File: config.mk
export PLATFORM = sky130hd
export DESIGN_NAME = fetch_top
export DESIGN_NICKNAME = d
export VERILOG_FILES = /design/src/design/fetch_pkg.sv /design/src/design/fetch_pc_gen.sv /design/src/design/fetch_if_stage.sv /design/src/design/fetch_jump_decode.sv /design/src/design/fetch_top.sv
export SDC_FILE = /design/constraint.sdc
export NUM_CORES = 1
export LEC_CHECK = 0
export BUFFER_PORTS_ARGS = -buffer_cell sky130_fd_sc_hd__buf_2
export CORE_ASPECT_RATIO = 2
export CORE_MARGIN = 2
export CORE_UTILIZATION = 49
export CTS_CLUSTER_DIAMETER = 40
export CTS_CLUSTER_SIZE = 40
export DETAILED_ROUTE_END_ITERATION = 12
export PLACE_DENSITY = 0.83
export SLEW_MARGIN = 20
export SYNTH_ARGS = -nofsm -noshare
export SYNTH_HDL_FRONTEND = slang
export SYNTH_SLANG_ARGS = --single-unit
File: constraint.sdc
create_clock -name i_clk -period 4.2 [get_ports i_clk]
set_input_delay 0.42 -clock i_clk [delete_from_list [all_inputs] [get_ports i_clk]]
set_output_delay 0.42 -clock i_clk [all_outputs]
set_load 0.01 [all_outputs]
File: src/design/fetch_pkg.sv
// fetch front end shared widths, rv32 opcode encodings and stage bus types
`default_nettype none

package fetch_pkg;

  localparam int INST_WD      = 32;
  localparam int PC_WD        = 32;
  localparam int SRAM_ADDR_WD = 32;
  localparam int SRAM_DATA_WD = 64;  // two instructions per sram word

  localparam logic [PC_WD-1:0] PC_RESETVAL = 32'h8000_0000;  // first fetched instruction
  localparam logic [PC_WD-1:0] PC_STEP     = 32'd4;

  // rv32 major opcodes, inst[6:0]
  typedef enum logic [6:0] {
    OPC_LOAD   = 7'b000_0011,
    OPC_OP_IMM = 7'b001_0011,
    OPC_AUIPC  = 7'b001_0111,
    OPC_STORE  = 7'b010_0011,
    OPC_OP     = 7'b011_0011,
    OPC_LUI    = 7'b011_0111,
    OPC_BRANCH = 7'b110_0011,
    OPC_JALR   = 7'b110_0111,
    OPC_JAL    = 7'b110_1111,
    OPC_SYSTEM = 7'b111_0011
  } opcode_e;

  typedef enum logic [3:0] {
    OP_ALU,
    OP_ALU_IMM,
    OP_LOAD,
    OP_STORE,
    OP_BRANCH,
    OP_JAL,
    OP_JALR,
    OP_LUI_AUIPC,
    OP_SYSTEM,
    OP_OTHER
  } op_class_e;

  // redirect from decode back to pre-IF
  typedef struct packed {
    logic             taken;
    logic [PC_WD-1:0] target;
  } br_bus_t;

  typedef struct packed {
    logic [INST_WD-1:0] inst;
    logic [PC_WD-1:0]   pc;
  } fs_to_ds_t;

  typedef struct packed {
    logic [PC_WD-1:0]   pc;
    logic [INST_WD-1:0] inst;
    op_class_e          op_class;
  } ds_out_t;

endpackage

`default_nettype wire

File: src/design/fetch_pc_gen.sv
// pre-IF stage holding the fetch PC, choosing the next PC and strobing the inst sram
`timescale 1ns/1ps
`default_nettype none

module fetch_pc_gen (
  input  wire                                 i_clk,
  input  wire                                 i_rst_n,
  input  wire                                 i_fs_allowin,
  input  wire fetch_pkg::br_bus_t             i_br_bus,
  output logic [fetch_pkg::PC_WD-1:0]         o_fs_pc,
  output logic                                o_inst_sram_ren,
  output logic [fetch_pkg::SRAM_ADDR_WD-1:0]  o_inst_sram_addr
);

  logic                        to_fs_valid;
  logic                        pc_load;
  logic [fetch_pkg::PC_WD-1:0] pc_q;
  logic [fetch_pkg::PC_WD-1:0] seq_pc;
  logic [fetch_pkg::PC_WD-1:0] next_pc;

  // pre-IF always has a request once out of reset
  assign to_fs_valid = i_rst_n;
  assign pc_load     = to_fs_valid && i_fs_allowin;  // IF takes the new pc

  assign seq_pc = pc_q + fetch_pkg::PC_STEP;

  // a taken jal redirect overrides the sequential pc,
  // only raised while IF is handing the jal to decode
  assign next_pc = i_br_bus.taken ? i_br_bus.target : seq_pc;

  // reset one step back so the first fetch lands on PC_RESETVAL
  always_ff @(posedge i_clk or negedge i_rst_n) begin
    if (!i_rst_n) begin
      pc_q <= fetch_pkg::PC_RESETVAL - fetch_pkg::PC_STEP;
    end else if (pc_load) begin
      pc_q <= next_pc;
    end
  end

  assign o_fs_pc = pc_q;

  // read strobe and pc load are the same event,
  // so the sram word next cycle belongs to the pc held in IF
  assign o_inst_sram_ren  = pc_load;
  assign o_inst_sram_addr = next_pc;

endmodule

`default_nettype wire

File: src/design/fetch_if_stage.sv
// IF stage with valid/allowin control and 32-bit half select from the 64-bit sram word
`timescale 1ns/1ps
`default_nettype none

module fetch_if_stage (
  input  wire                                 i_clk,
  input  wire                                 i_rst_n,
  input  wire                                 i_ds_allowin,
  input  wire [fetch_pkg::PC_WD-1:0]          i_fs_pc,
  input  wire [fetch_pkg::SRAM_DATA_WD-1:0]   i_inst_sram_rdata,
  output logic                                o_fs_allowin,
  output logic                                o_fs_to_ds_valid,
  output fetch_pkg::fs_to_ds_t                o_fs_to_ds
);

  logic                          fs_valid;
  logic [fetch_pkg::INST_WD-1:0] inst_lo;
  logic [fetch_pkg::INST_WD-1:0] inst_hi;
  logic [fetch_pkg::INST_WD-1:0] fs_inst;

  // take a new pc when empty, or when the current one moves on to decode
  assign o_fs_allowin     = !fs_valid || i_ds_allowin;
  assign o_fs_to_ds_valid = fs_valid;  // sram data is there the cycle after the pc load

  // pre-IF is valid every cycle out of reset,
  // so once written the stage stays occupied
  always_ff @(posedge i_clk or negedge i_rst_n) begin
    if (!i_rst_n) begin
      fs_valid <= 1'b0;
    end else if (o_fs_allowin) begin
      fs_valid <= 1'b1;
    end
  end

  // sram is 64-bit aligned, pc[2] picks the half
  assign inst_lo = i_inst_sram_rdata[fetch_pkg::INST_WD-1:0];
  assign inst_hi = i_inst_sram_rdata[fetch_pkg::SRAM_DATA_WD-1 -: fetch_pkg::INST_WD];
  assign fs_inst = i_fs_pc[2] ? inst_hi : inst_lo;

  assign o_fs_to_ds.inst = fs_inst;
  assign o_fs_to_ds.pc   = i_fs_pc;  // pc register sits in pre-IF, held while IF is full

endmodule

`default_nettype wire

File: src/design/fetch_jump_decode.sv
// decode-side stage register with opcode classification and early JAL redirect
`timescale 1ns/1ps
`default_nettype none

module fetch_jump_decode (
  input  wire                        i_clk,
  input  wire                        i_rst_n,
  input  wire                        i_fs_to_ds_valid,
  input  wire fetch_pkg::fs_to_ds_t  i_fs_to_ds,
  input  wire                        i_out_allowin,
  output logic                       o_ds_allowin,
  output fetch_pkg::br_bus_t         o_br_bus,
  output logic                       o_ds_valid,
  output fetch_pkg::ds_out_t         o_ds_out
);

  logic                          ds_valid;
  logic                          ds_accept;
  logic                          is_jal;
  fetch_pkg::op_class_e          op_class;
  logic [fetch_pkg::INST_WD-1:0] inst;
  logic [fetch_pkg::PC_WD-1:0]   j_imm;

  assign inst = i_fs_to_ds.inst;

  assign o_ds_allowin = !ds_valid || i_out_allowin;
  assign ds_accept    = i_fs_to_ds_valid && o_ds_allowin;

  // class from the major opcode only
  always_comb begin
    case (inst[6:0])
      fetch_pkg::OPC_OP:     op_class = fetch_pkg::OP_ALU;
      fetch_pkg::OPC_OP_IMM: op_class = fetch_pkg::OP_ALU_IMM;
      fetch_pkg::OPC_LOAD:   op_class = fetch_pkg::OP_LOAD;
      fetch_pkg::OPC_STORE:  op_class = fetch_pkg::OP_STORE;
      fetch_pkg::OPC_BRANCH: op_class = fetch_pkg::OP_BRANCH;  // not resolved here
      fetch_pkg::OPC_JAL:    op_class = fetch_pkg::OP_JAL;
      fetch_pkg::OPC_JALR:   op_class = fetch_pkg::OP_JALR;
      fetch_pkg::OPC_LUI,
      fetch_pkg::OPC_AUIPC:  op_class = fetch_pkg::OP_LUI_AUIPC;
      fetch_pkg::OPC_SYSTEM: op_class = fetch_pkg::OP_SYSTEM;
      default:               op_class = fetch_pkg::OP_OTHER;
    endcase
  end

  assign is_jal = (op_class == fetch_pkg::OP_JAL);

  // j-type immediate, sign extended
  assign j_imm = {{(fetch_pkg::PC_WD-20){inst[31]}},
                  inst[19:12],
                  inst[20],
                  inst[30:21],
                  1'b0};

  // redirect only in the accept cycle, same edge as the pc load,
  // so nothing past the jal is ever fetched
  assign o_br_bus.taken  = ds_accept && is_jal;
  assign o_br_bus.target = i_fs_to_ds.pc + j_imm;

  always_ff @(posedge i_clk or negedge i_rst_n) begin
    if (!i_rst_n) begin
      ds_valid <= 1'b0;
    end else if (o_ds_allowin) begin
      ds_valid <= i_fs_to_ds_valid;
    end
  end

  // payload holds while the output is stalled
  always_ff @(posedge i_clk) begin
    if (ds_accept) begin
      o_ds_out.pc       <= i_fs_to_ds.pc;
      o_ds_out.inst     <= inst;
      o_ds_out.op_class <= op_class;
    end
  end

  assign o_ds_valid = ds_valid;

endmodule

`default_nettype wire

File: src/design/fetch_top.sv
// instruction fetch front end: pre-IF pc generator, IF stage and jump decode
`timescale 1ns/1ps
`default_nettype none

module fetch_top (
  input  wire                                 i_clk,
  input  wire                                 i_rst_n,
  input  wire                                 i_out_allowin,
  input  wire [fetch_pkg::SRAM_DATA_WD-1:0]   i_inst_sram_rdata,
  output logic                                o_inst_sram_ren,
  output logic [fetch_pkg::SRAM_ADDR_WD-1:0]  o_inst_sram_addr,
  output logic                                o_ds_valid,
  output fetch_pkg::ds_out_t                  o_ds_out
);

  logic                        fs_allowin;
  logic                        ds_allowin;
  logic                        fs_to_ds_valid;
  logic [fetch_pkg::PC_WD-1:0] fs_pc;
  fetch_pkg::fs_to_ds_t        fs_to_ds;
  fetch_pkg::br_bus_t          br_bus;

  fetch_pc_gen u_pc_gen (
    .i_clk            (i_clk),
    .i_rst_n          (i_rst_n),
    .i_fs_allowin     (fs_allowin),
    .i_br_bus         (br_bus),           // jal redirect from decode
    .o_fs_pc          (fs_pc),
    .o_inst_sram_ren  (o_inst_sram_ren),
    .o_inst_sram_addr (o_inst_sram_addr)
  );

  fetch_if_stage u_if_stage (
    .i_clk             (i_clk),
    .i_rst_n           (i_rst_n),
    .i_ds_allowin      (ds_allowin),
    .i_fs_pc           (fs_pc),
    .i_inst_sram_rdata (i_inst_sram_rdata),
    .o_fs_allowin      (fs_allowin),
    .o_fs_to_ds_valid  (fs_to_ds_valid),
    .o_fs_to_ds        (fs_to_ds)
  );

  fetch_jump_decode u_jump_decode (
    .i_clk            (i_clk),
    .i_rst_n          (i_rst_n),
    .i_fs_to_ds_valid (fs_to_ds_valid),
    .i_fs_to_ds       (fs_to_ds),
    .i_out_allowin    (i_out_allowin),
    .o_ds_allowin     (ds_allowin),
    .o_br_bus         (br_bus),
    .o_ds_valid       (o_ds_valid),
    .o_ds_out         (o_ds_out)
  );

endmodule

`default_nettype wire

# After elaboration in Yosys (flattened, before gate mapping)
# Index checks and enable logic that the tools add are counted.
word_totals:
  mem_count: 0
  mem_bits_ro: 0
  elab_cells: 30
  reg_bits: 102
  latch_bits: 0
  ramBits: 0
  inputBits: 67
op_classes:
  eq_ne: 11
  bitwise: 0
  n_lt_le_gt_ge: 0
  n_addsub: 2
  reduce_logical: 8
  div_mod_pow: 0
  mux: 3
  multipliers: 0
  shift: 0
ops:
  columns: ["cell", "count"]
  rows:
  - ["32-bit 2-to-1 mux", 2]
  - ["4-bit one-hot mux with 9 select lines", 1]
  - ["32-bit by 3-bit adder with 32-bit output (second input constant)", 1]
  - ["32-bit adder", 1]
  - ["7-bit == test (second input constant)", 4]
  - ["7-bit by 6-bit == test with 1-bit output (second input constant)", 3]
  - ["7-bit by 5-bit == test with 1-bit output (second input constant)", 2]
  - ["7-bit by 2-bit == test with 1-bit output (second input constant)", 1]
  - ["4-bit by 3-bit == test with 1-bit output (second input constant)", 1]
  - ["1-bit logical AND", 3]
  - ["1-bit logical NOT", 2]
  - ["1-bit logical OR", 2]
  - ["2-bit OR reduction", 1]

# Depth between registers and ports, before layout
# Gate-level depths: netlist (run 1).
logic_depth:
  word_depth: 7
  mapped_depth: 15
  mapped_depth_nobuf: 12

# By module
# Synthesis (run 1) repeated with hierarchy kept, for this count alone.
hier_totals:
  hier_cells: 773
  area_unflattened_um2: 7537.2
by_module_without_submodules:
  columns: ["mod", "instances", "seq_area_each_um2", "area_per_inst_um2", "cells_per_inst"]
  rows:
  - ["fetch_jump_decode", 1, 2067.0, 4001.3, 352]
  - ["fetch_pc_gen", 1, 837.1, 2716.4, 350]
  - ["fetch_if_stage", 1, 25.0, 819.5, 71]

# Worst setup path after synthesis (run 1)
# Ideal clock, no wire load.
synth_timing:
  kind: "reg2out"
  start: "reg u_pc_gen.pc_q (netlist bit u_pc_gen.o_fs_pc[2])"
  end: "out o_inst_sram_addr[31] in the netlist's numbering"
  setup_slack_ns: 0.033
  path_stages_with_launch: 16
  t_required_ns: 3.780
  t_arrival_ns: 3.747
  path_cell_list: "dfstp_2 > buf_6 > clkbuf_1 > clkbuf_1 > mux2_2 > ha_1 > inv_1 > fa_1 > nor2b_1 > o2111a_1 > o211ai_1 > a21boi_0 > nor3b_1 > or3_1 > a31oi_1 > xor2_1"
synth_lines:
  columns: ["item", "line", "rtl"]
  rows:
  - ["start: declaration", "fetch_pc_gen.sv:17", "logic [fetch_pkg::PC_WD-1:0] pc_q;"]
  - ["start signal: assignment", "fetch_pc_gen.sv:34", "pc_q <= fetch_pkg::PC_RESETVAL - fetch_pkg::PC_STEP;"]
  - ["start signal: assignment", "fetch_pc_gen.sv:36", "pc_q <= next_pc;"]
  - ["end: declaration", "fetch_top.sv:11", "output logic [fetch_pkg::SRAM_ADDR_WD-1:0] o_inst_sram_addr,"]

==> results.json, run 1 <==
{
  "status": "finished, final reports clean",
  "antenna_found_initial": 0,
  "synth.most_common_cell": "nand2_1",
  "core_um2": 12900,
  "ant_nets": 0,
  "die_w_um": 85.2,
  "synth-seq-cells": 100,
  "p_per_area_nw_per_um2": 589,
  "drive_gt1_share_pct": 40.7,
  "clock_latency_ps": 350,
  "synth_ff_type": "edfxtp_1",
  "crit_fanout": 8,
  "yosysTopAreaCellShare_pct": 31.1,
  "io_buffers": 166,
  "grt_pass1_wl_um": 28600,
  "period_share_pct": 99.6,
  "synth_area_per_cell_um2": 10.0,
  "clkSinkCount": 100,
  "synth_edf_count": 67,
  "cp.arrival_ps": 3760,
  "ys_async_sr_fraction_pct": 33.0,
  "drc_errors": 0,
  "fmax_ghz": 0.239,
  "die_h_um": 166,
  "first_iter_violations": 434,
  "place_hpwl_um": 13600,
  "first_global_vias": 5867,
  "htree_levels": 3,
  "cp-end-kind": "output pin",
  "max_slew_margin_pct": 39.2,
  "cts-root-buf": "clkbuf_16",
  "clk_pin_slew_worst_paths_ps": 80,
  "rsz0062_at_grt": "true",
  "clock_path_buffers": 2,
  "p_leak_nw": 3.56,
  "tightest_slew_ps": 913,
  "ir_drop_v": 0.000370,
  "routed_wl_um": 19700,
  "globalRouteTotalUtil_pct": 25.8,
  "fin_crit_ps": 4180,
  "routed_via_density": 6.00,
  "die-area_um2": 14200,
  "grt_max_degree": 68,
  "synth.area.top_cells": "edfxtp_1 (31%), dfstp_2 (12%), mux2_2 (7.3%)",
  "yosysUniqueCellTypes": 67,
  "area_growth_pct": 28.6,
  "rr_startpoint": "u_pc_gen.o_fs_pc[2]",
  "p_total_w": 0.00490,
  "syn_area_um2": 6460,
  "hold_viol": 0,
  "setup_viol": 0,
  "hold_path.class": "in -> async",
  "placementRows": 59,
  "cts_tree": "done",
  "globalplace.congestion": 0.948,
  "numCtsBuffers": 9,
  "nets": 932,
  "finalMaxSlewViolations": 0,
  "crit_path_start_kind": "flip-flop",
  "first_pass_iters": 5,
  "skew_ps": 9.91,
  "reg2reg_depth": 13,
  "critPathRequiredTime_ps": 3780,
  "syn_inst": 643,
  "post_drt_wl_per_cell_um": 19.9,
  "tns_ps": 0,
  "grt_overflow_total": 0,
  "ys_warn_count": 0,
  "timing.rr.end": "u_pc_gen.o_fs_pc[31]",
  "critPathKind": "reg -> out",
  "yosys-top-cells-count": "nand2_1 (74), edfxtp_1 (67), a21oi_1 (56)",
  "hold_buffers": 0,
  "max_cap_viol_count": 0,
  "antennaDiodeCount": 0,
  "dr_total_vias": 5937,
  "synth.yosys.seq_area_share_pct": 44.5,
  "synth_top_area_cell": "edfxtp_1",
  "io_pins": 169,
  "r2r_slack_ps": 670,
  "start_util_pct": 50.0
}
==> area by class of cell <==
class,count,area (µm²)
Clock buffer,9,225
Clock inverter,7,91.3
Fill cell,1028,4610
Inverter,12,45.0
Multi-Input combinational cell,507,3690
Sequential cell,100,2870
Tap cell,152,190
Timing Repair Buffer,203,1190
==> cells in the final DEF, fill, tap and decap left out, types with 4 or more instances in the layout <==
master | Yosys | layout
buf_2 | 6 | 166
nand2_1 | 74 | 74
edfxtp_1 | 67 | 67
a21oi_1 | 56 | 53
nor2_1 | 50 | 50
mux2_2 | 42 | 37
o21ai_0 | 39 | 33
buf_4 | 2 | 29
dfstp_2 | 29 | 29
xnor2_1 | 27 | 27
xor2_1 | 25 | 25
ha_1 | 31 | 19
nand3_1 | 19 | 18
inv_1 | 12 | 12
nor3_1 | 13 | 11
a21o_1 | 10 | 10
clkbuf_16 | 0 | 10
and3_1 | 11 | 9
o21ai_1 | 5 | 9
ha_4 | 0 | 9
nand4_1 | 8 | 8
mux2_4 | 2 | 7
or3_1 | 9 | 7
o211ai_1 | 6 | 6
nand2b_1 | 5 | 5
and2_1 | 6 | 5
and4_1 | 5 | 5
nor4_1 | 5 | 5
a31oi_1 | 8 | 5
mux2i_1 | 5 | 4
buf_12 | 0 | 4
dfrtp_1 | 4 | 4
==> how the worst max path moves through the flow <==
stage                             start  cells past startpoint  slack (ps)                    to
floorplan           u_pc_gen.o_fs_pc[2]                     15          30  o_inst_sram_addr[31]
global placement    u_pc_gen.o_fs_pc[2]                     13         220  o_inst_sram_addr[30]
detailed placement  u_pc_gen.o_fs_pc[2]                     13         180  o_inst_sram_addr[30]
CTS                 u_pc_gen.o_fs_pc[2]                     12         -30  o_inst_sram_addr[29]
global route        u_pc_gen.o_fs_pc[2]                     15        -120  o_inst_sram_addr[30]
finish              u_pc_gen.o_fs_pc[2]                     15          20  o_inst_sram_addr[30]
==> cell families (layout without fill, tap and decap cells) <==
logic type / Yosys count / in the layout / synth area share, %
AOI/OAI and AO/OA: 152 / 152 / 14.4
xor gates and xnor gates: 52 / 52 / 7.05
adders and majority gates: 32 / 32 / 6.31
buffers and inverters: 37 / 231 / 2.61
DFF: 100 / 100 / 44.5
muxes: 49 / 49 / 8.56
other: 2 / 3 / 0.116
and+or+nand+nor: 219 / 219 / 16.5
==> layer usage <==
| metal | wire, µm | GRT usage (%) |
|---|---|---|
| met5 | 0 | 0 |
| met1 | 6670 | 25.6 |
| met2 | 10900 | 49.8 |
| met3 | 985 | 2.83 |
| met4 | 1180 | 14.0 |
==> what timing repair did <==
action | in CTS | in global routing
setup endpoints to repair | 4 | 14
gates resized for setup | 9 | 51
gates cloned | 1 | 1
pin swaps | 3 | 14
buffers inserted | 2 | 14
==> critical path, cell delays in order, from the launching register on <==
cell	delay (ps)
dfstp_2	640
buf_12	140
buf_6	150
mux2i_4	280
inv_1	90
ha_1	320
a211oi_2	300
o21ai_2	140
nand4_1	150
nand3_2	110
a221oi_2	290
buf_4	160
o21ai_0	90
xnor2_1	160
a21oi_1	210
buf_2	160
==> sequential cells by signal (all words and copies together), names as in the netlist <==
| name | flops |
|---|---|
| u_jump_decode.o_ds_out | 67 |
| u_pc_gen.o_fs_pc | 31 |
| u_if_stage.o_fs_to_ds_valid | 1 |
| u_jump_decode.o_ds_valid | 1 |
==> through the flow <==
stage / hold WS [ps] / utilization (%) / cell area (µm²) / setup slack [ps] / cells
after floorplan: 124 / - / 6460 / 32.6 / 644
after global placement: 447 / 58.3 / 7530 / 216 / 957
after detailed placement: 461 / 58.3 / 7530 / 180 / 957
after CTS: 120 / 61.4 / 7930 / -30.4 / 976
after global routing: 147 / 64.3 / 8310 / -121 / 990
final: 113 / 64.3 / 8310 / 16.5 / 990
==> where the power goes <==
group / total, W / switching [W] / internal (W)
clock network: 0.000893 / 0.000413 / 0.000480
registers: 0.00158 / 0.000238 / 0.00134
logic: 0.00242 / 0.00132 / 0.00110
Note: power is estimated with default switching activity, not from simulation.
==> inputs of run 2 (changes only) <==
--- a/config.mk
+++ b/config.mk
@@ -8,11 +8,11 @@
 export BUFFER_PORTS_ARGS = -buffer_cell sky130_fd_sc_hd__buf_2
 export CORE_ASPECT_RATIO = 2
 export CORE_MARGIN = 2
-export CORE_UTILIZATION = 49
+export CORE_UTILIZATION = 54
 export CTS_CLUSTER_DIAMETER = 40
 export CTS_CLUSTER_SIZE = 40
 export DETAILED_ROUTE_END_ITERATION = 12
-export PLACE_DENSITY = 0.83
+export PLACE_DENSITY = 0.86
 export SLEW_MARGIN = 20
 export SYNTH_ARGS = -nofsm -noshare
 export SYNTH_HDL_FRONTEND = slang
==> constraint.sdc (replaced) <==
create_clock -name i_clk -period 4.44 [get_ports i_clk]
set_input_delay 0.888 -clock i_clk [delete_from_list [all_inputs] [get_ports i_clk]]
set_output_delay 0.888 -clock i_clk [all_outputs]
set_load 0.01 [all_outputs]
==> run 2 against run 1 <==
  * The flow now finishes with violations (negative setup slack)
  * Wire length grew 0.74%
  * Power is 0.87% lower
  * Critical path depth down 2
  * Combinational power is 5% higher
  * Largest power group unchanged
  * First-iteration DRC count grew 25%
  * Sequential share of layout area down 1.4 points
  * Global-route usage increased by 3.3 points
  * Design area grew 4.2%
  * Final cell count up 1.8%
  * Critical path type unchanged
==> results.json, run 2 (same netlist as run 1, synthesis figures left out) <==
{
  "routed_wl_um": 19900,
  "power_frac_seq_pct": 31.0,
  "io_pins": 169,
  "area_growth_pct": 34.1,
  "top_register": "u_jump_decode.o_ds_out",
  "crit_fanout": 5,
  "place_hpwl_um": 13200,
  "hold_viol": 0,
  "final_util_pct": 74.0,
  "tightest_slew_ps": 875,
  "core_um2": 11700,
  "layout_common_cells": "buf_2 (166), nand2_1 (72), edfxtp_1 (67), buf_4 (57), nor2_1 (49)",
  "largest_reg_flops": 67,
  "first_global_vias": 5954,
  "grt_overflow_total": 0,
  "final_common_cell": "buf_2",
  "antenna_found_initial": 0,
  "min_to": "u_jump_decode.o_ds_valid",
  "timing.rr.end": "u_pc_gen.o_fs_pc[26]",
  "power_frac_comb_pct": 52.5,
  "routed_via_density": 6.11,
  "internal_power_w": 0.00292,
  "max_cap_viol_count": 0,
  "grt_max_degree": 68,
  "r2r_slack_ps": 960,
  "rr_startpoint": "u_pc_gen.o_fs_pc[2]",
  "pre_cts_slack_ps": -84.2,
  "nets": 957,
  "drive_gt1_share_pct": 45.2,
  "status": "finished, violations left",
  "p_sw_w": 0.00193,
  "finalMaxSlewViolations": 0,
  "die-area_um2": 12900,
  "first_iter_violations": 542,
  "fmax_ghz": 0.219,
  "clkSinkCount": 100,
  "numCtsBuffers": 9,
  "cp.arrival_ps": 3670,
  "p_per_area_nw_per_um2": 560,
  "placementRows": 56,
  "clock_latency_ps": 350,
  "htree_levels": 3,
  "reg2reg_depth": 13,
  "first_pass_iters": 7,
  "critPathRequiredTime_ps": 3550,
  "cts-root-buf": "clkbuf_16",
  "pwr-share-clk_pct": 16.5,
  "globalRouteTotalUtil_pct": 29.1,
  "rsz0062_at_grt": "true",
  "drc_errors": 0,
  "clk_pin_slew_worst_paths_ps": 70,
  "p_total_w": 0.00485,
  "ant_nets": 0,
  "skew_ps": 9.87,
  "start_util_pct": 55.2,
  "hold_path_depth": 2,
  "antennaDiodeCount": 0,
  "die_h_um": 159,
  "violations": "negative setup slack",
  "max_slew_margin_pct": 41.7,
  "post_drt_wl_per_cell_um": 19.7,
  "die_w_um": 81.3,
  "globalplace.congestion": 0.971,
  "hold_buffers": 0,
  "dr_total_vias": 6163,
  "grt_pass1_wl_um": 28600,
  "dpl_cell_area_um2": 7750,
  "critPathKind": "reg -> out",
  "cp-end-kind": "output pin",
  "fin_ws_ps": -120,
  "fin_crit_ps": 4560,
  "setup_viol": 9,
  "p_leak_nw": 3.66,
  "hold_path.class": "reg -> reg",
  "crit_path_start_kind": "flip-flop",
  "switching_share_pct": 39.8,
  "clock_path_buffers": 2,
  "period_share_pct": 103,
  "hp-start": "u_if_stage.o_fs_to_ds_valid",
  "ir_drop_v": 0.000357,
  "cts_tree": "done",
  "io_buffers": 166,
  "design_area_um2": 8660,
  "fill_cells": 791
}
-- run 2: how the worst max path moves through the flow --
stage / from / end / slack (ps) / depth (start not counted)
finish: u_pc_gen.o_fs_pc[2] / o_inst_sram_addr[31] / -120 / 13
global route: u_pc_gen.o_fs_pc[2] / o_inst_sram_addr[31] / -190 / 12
CTS: u_pc_gen.o_fs_pc[2] / o_inst_sram_addr[26] / -30 / 12
detailed placement: i_inst_sram_rdata[21] / o_inst_sram_addr[31] / -80 / 14
global placement: i_inst_sram_rdata[21] / o_inst_sram_addr[31] / -20 / 14
floorplan: u_pc_gen.o_fs_pc[2] / o_inst_sram_addr[31] / 80 / 13
-- run 2: power by group through the flow --
stage               Clock [W]  Combinational, W  Sequential [W]
finish               0.000801           0.00255         0.00150
global route         0.000840           0.00273         0.00153
CTS                  0.000811           0.00225         0.00148
detailed placement          0           0.00205         0.00148
global placement            0           0.00201         0.00147
floorplan                   0           0.00133         0.00145
-- run 2: critical path, stage by stage, from the launching register on --
cell       delay [ps]
dfstp_2           690
clkbuf_16         210
mux2_2            380
ha_4              280
and3_4            180
and3_4            200
o211ai_1           90
buf_4             160
a21boi_4          170
nor3b_4            70
or3_4             390
a31oi_4           200
xor2_1            150
buf_2             140
-- run 2: metrics by stage --
stage	hold slack [ps]	setup TNS [ps]	instances
after detailed placement	475	-158	981
after floorplan	431	0	644
after global routing	523	-1840	1008
final	487	-498	1008
after global placement	462	-18.5	981
after CTS	492	-40.8	1000
-- run 2: cell type report --
cell class,count,area [µm²],area share (%)
clock buffer,10,229,2.64
clock inverter,6,72.6,0.838
inverter,12,45.0,0.520
multi-input combinational,507,3890,45.0
sequential,100,2870,33.2
tap,145,181,2.10
timing repair buffer,228,1360,15.7
-- run 2: what timing repair did --
action | in CTS | in global routing
endpoints found under the setup margin | 6 | 20
pin swaps | 9 | 19
cloned | 1 | 1
setup buffers | 2 | 7
gates resized for setup | 43 | 51
-- run 2: routing by layer --
metal  global-route usage, %  share of wire, %  up-vias
met5                       0                 0        -
met4                    17.4               5.5        0
met3                    3.80               6.7       96
met2                    54.8                55      345
met1                    29.0                33     2919
li1                        -                 -     2803
==> inputs of run 3 (changes only) <==
--- a/config.mk
+++ b/config.mk
@@ -12,6 +12,7 @@
 export CTS_CLUSTER_DIAMETER = 40
 export CTS_CLUSTER_SIZE = 40
 export DETAILED_ROUTE_END_ITERATION = 12
+export MAX_ROUTING_LAYER = met4
 export PLACE_DENSITY = 0.86
 export SLEW_MARGIN = 20
 export SYNTH_ARGS = -nofsm -noshare
==> run 3 against run 2 <==
  * The run still ends with negative setup slack left
  * Non-clock buffer count decreased by 2
  * Largest power group unchanged
  * First-iteration DRC count is 18% higher
  * Critical path depth fell by 1
  * Power increased by 1.3%
  * Hold slack gained 5.9 ps
  * Fmax rose by 1.1%
  * Register-to-register slack improved by 50 ps
  * Wire length increased by 6.3%
  * Flip-flop and latch count unchanged
  * Clock power about the same
  * Critical endpoint is now o_inst_sram_addr[9]
  * Critical path type unchanged
  * Count of clock-buffer cells in the layout did not move
  * Setup slack gained 49 ps
==> results.json, run 3 (same netlist as run 1, synthesis figures left out) <==
{
  "status": "finished, violations left",
  "violations": "negative setup slack",
  "crit_slowest_cell": "dfstp_2",
  "placementRows": 56,
  "largest_reg_flops": 67,
  "multi_input_area_um2": 3930,
  "antenna_found_initial": 0,
  "pre_cts_slack_ps": -65.2,
  "clock_latency_ps": 360,
  "finalMaxSlewViolations": 0,
  "cpLargestDelayFamily": "compound AO/OA/AOI/OAI gates",
  "cp.arrival_ps": 3620,
  "max_cap_viol_count": 0,
  "grt_use_met1_pct": 32.8,
  "hold_viol": 0,
  "final_common_cell": "buf_2",
  "area_growth_pct": 34.1,
  "p_leak_nw": 3.69,
  "cp_cell_sequence": "buf_12, buf_8, mux2_2, ha_4, a21oi_1, nand2_1, o21ai_0, nand2b_1, a21oi_1, xor2_1, a21oi_1, buf_2",
  "slowest_delay_ps": 610,
  "cts-root-buf": "clkbuf_16",
  "setup_viol": 7,
  "antennaDiodeCount": 0,
  "io_buffers": 166,
  "drive_gt1_share_pct": 44.0,
  "ir_drop_v": 0.000365,
  "grt_overflow_total": 0,
  "routed_via_density": 6.40,
  "p_total_w": 0.00492,
  "clk_pin_slew_worst_paths_ps": 70,
  "layout_common_cells": "buf_2 (166), nand2_1 (74), edfxtp_1 (67), buf_4 (52), nor2_1 (50)",
  "htree_levels": 3,
  "top_register": "u_jump_decode.o_ds_out",
  "fin_crit_ps": 4510,
  "numCtsBuffers": 9,
  "start_util_pct": 55.2,
  "place_hpwl_um": 13100,
  "crit_fanout": 10,
  "grt-busiest-layer": "met2",
  "post_drt_wl_per_cell_um": 21.0,
  "fin_ws_ps": -70.9,
  "critPathKind": "reg -> out",
  "critPathRequiredTime_ps": 3550,
  "rsz0062_at_grt": "true",
  "cts_tree": "done",
  "crit_path_start_kind": "flip-flop",
  "p_per_area_nw_per_um2": 567,
  "tightest_slew_ps": 929,
  "die_w_um": 81.3,
  "drc_errors": 0,
  "hold_buffers": 0,
  "max_slew_margin_pct": 38.0,
  "ant_nets": 0,
  "die-area_um2": 12900,
  "die_h_um": 159,
  "first_global_vias": 6062,
  "regArea_um2": 2870,
  "first_pass_iters": 6,
  "grt_use_met3_pct": 5.27,
  "final_util_pct": 74.0,
  "globalRouteTotalUtil_pct": 32.1,
  "dr_total_vias": 6442,
  "grt_pass1_wl_um": 30400,
  "nets": 955,
  "period_share_pct": 102,
  "globalplace.congestion": 0.972,
  "cp-end-kind": "output pin",
  "io_pins": 169,
  "fmax_ghz": 0.222,
  "gr-usage-met2_pct": 55.0,
  "skew_ps": 6.63,
  "critPathBufInv": 3,
  "clkSinkCount": 100,
  "fill_cells": 754,
  "path_common_cell": "a21oi_1",
  "hold_path.class": "reg -> reg",
  "grt_max_degree": 68,
  "routed_wl_um": 21100,
  "first_iter_violations": 641,
  "clock_path_buffers": 2,
  "core_um2": 11700
}
-- run 3: area by class of cell --
type,instances,share of cell area [%]
tap,145,2.09
multi-input combinational,507,45.4
timing repair buffer,226,15.5
inverter,12,0.520
clock inverter,6,0.722
clock buffer,10,2.64
sequential,100,33.2
-- run 3: through the flow --
stage	TNS, ps	cell area, µm²	instances	hold slack (ps)
after floorplan	0	6470	644	431
after global placement	-43.0	7750	980	461
after detailed placement	-65.2	7750	980	482
after CTS	-12.1	8540	1004	498
after global routing	-1210	8660	1006	525
final	-352	8660	1006	493
-- run 3: timing repair --
item / 4_1_cts / 5_1_grt
pin swaps: 19 / 24
gates resized for setup: 72 / 28
setup endpoints to repair: 5 / 22
buffers inserted: 6 / 4
gates cloned: 2 / 0
hold endpoints to repair: 0 / 0
-- run 3: path summary, 6_finish.rpt --
kind / start / endpoint / slack (ps) / cells after the start
setup / recovery: u_pc_gen.o_fs_pc[2] / o_inst_sram_addr[9] / -70 / 12
hold / removal: u_if_stage.o_fs_to_ds_valid / u_jump_decode.o_ds_valid / 490 / 2
setup reg to reg: u_pc_gen.o_fs_pc[2] / u_pc_gen.o_fs_pc[15] / 1010 / 12
hold reg to reg: u_if_stage.o_fs_to_ds_valid / u_jump_decode.o_ds_valid / 490 / 2
max in group asynchronous: i_rst_n / u_pc_gen.o_fs_pc[13] / 3480 / 2
min in group asynchronous: i_rst_n / u_jump_decode.o_ds_valid / 580 / 2
-- run 3: layer usage --
metal	part of all wire, %	up-vias	wire length (µm)
met4	7.8	0	1640
met3	8.5	186	1810
met2	52	458	11100
met5	0	-	0
met1	31	3003	6620
li1	-	2795	-
-- run 3: power breakdown --
group          internal (W)  switching, W
Sequential          0.00127      0.000237
Clock              0.000438      0.000362
Combinational       0.00120       0.00141
Total               0.00291       0.00200
-- run 3: worst register-to-register path, delay by kind of cell (launching register included) --
| kind | cells | cell delay, ps |
|---|---|---|
| AOI/OAI and AO/OA | 4 | 790 |
| muxes | 2 | 680 |
| xor gates and xnor gates | 1 | 220 |
| and+or+nand+nor | 2 | 480 |
| DFF | 1 | 610 |
| buffers and inverters | 2 | 310 |
| adders and majority gates | 1 | 260 |
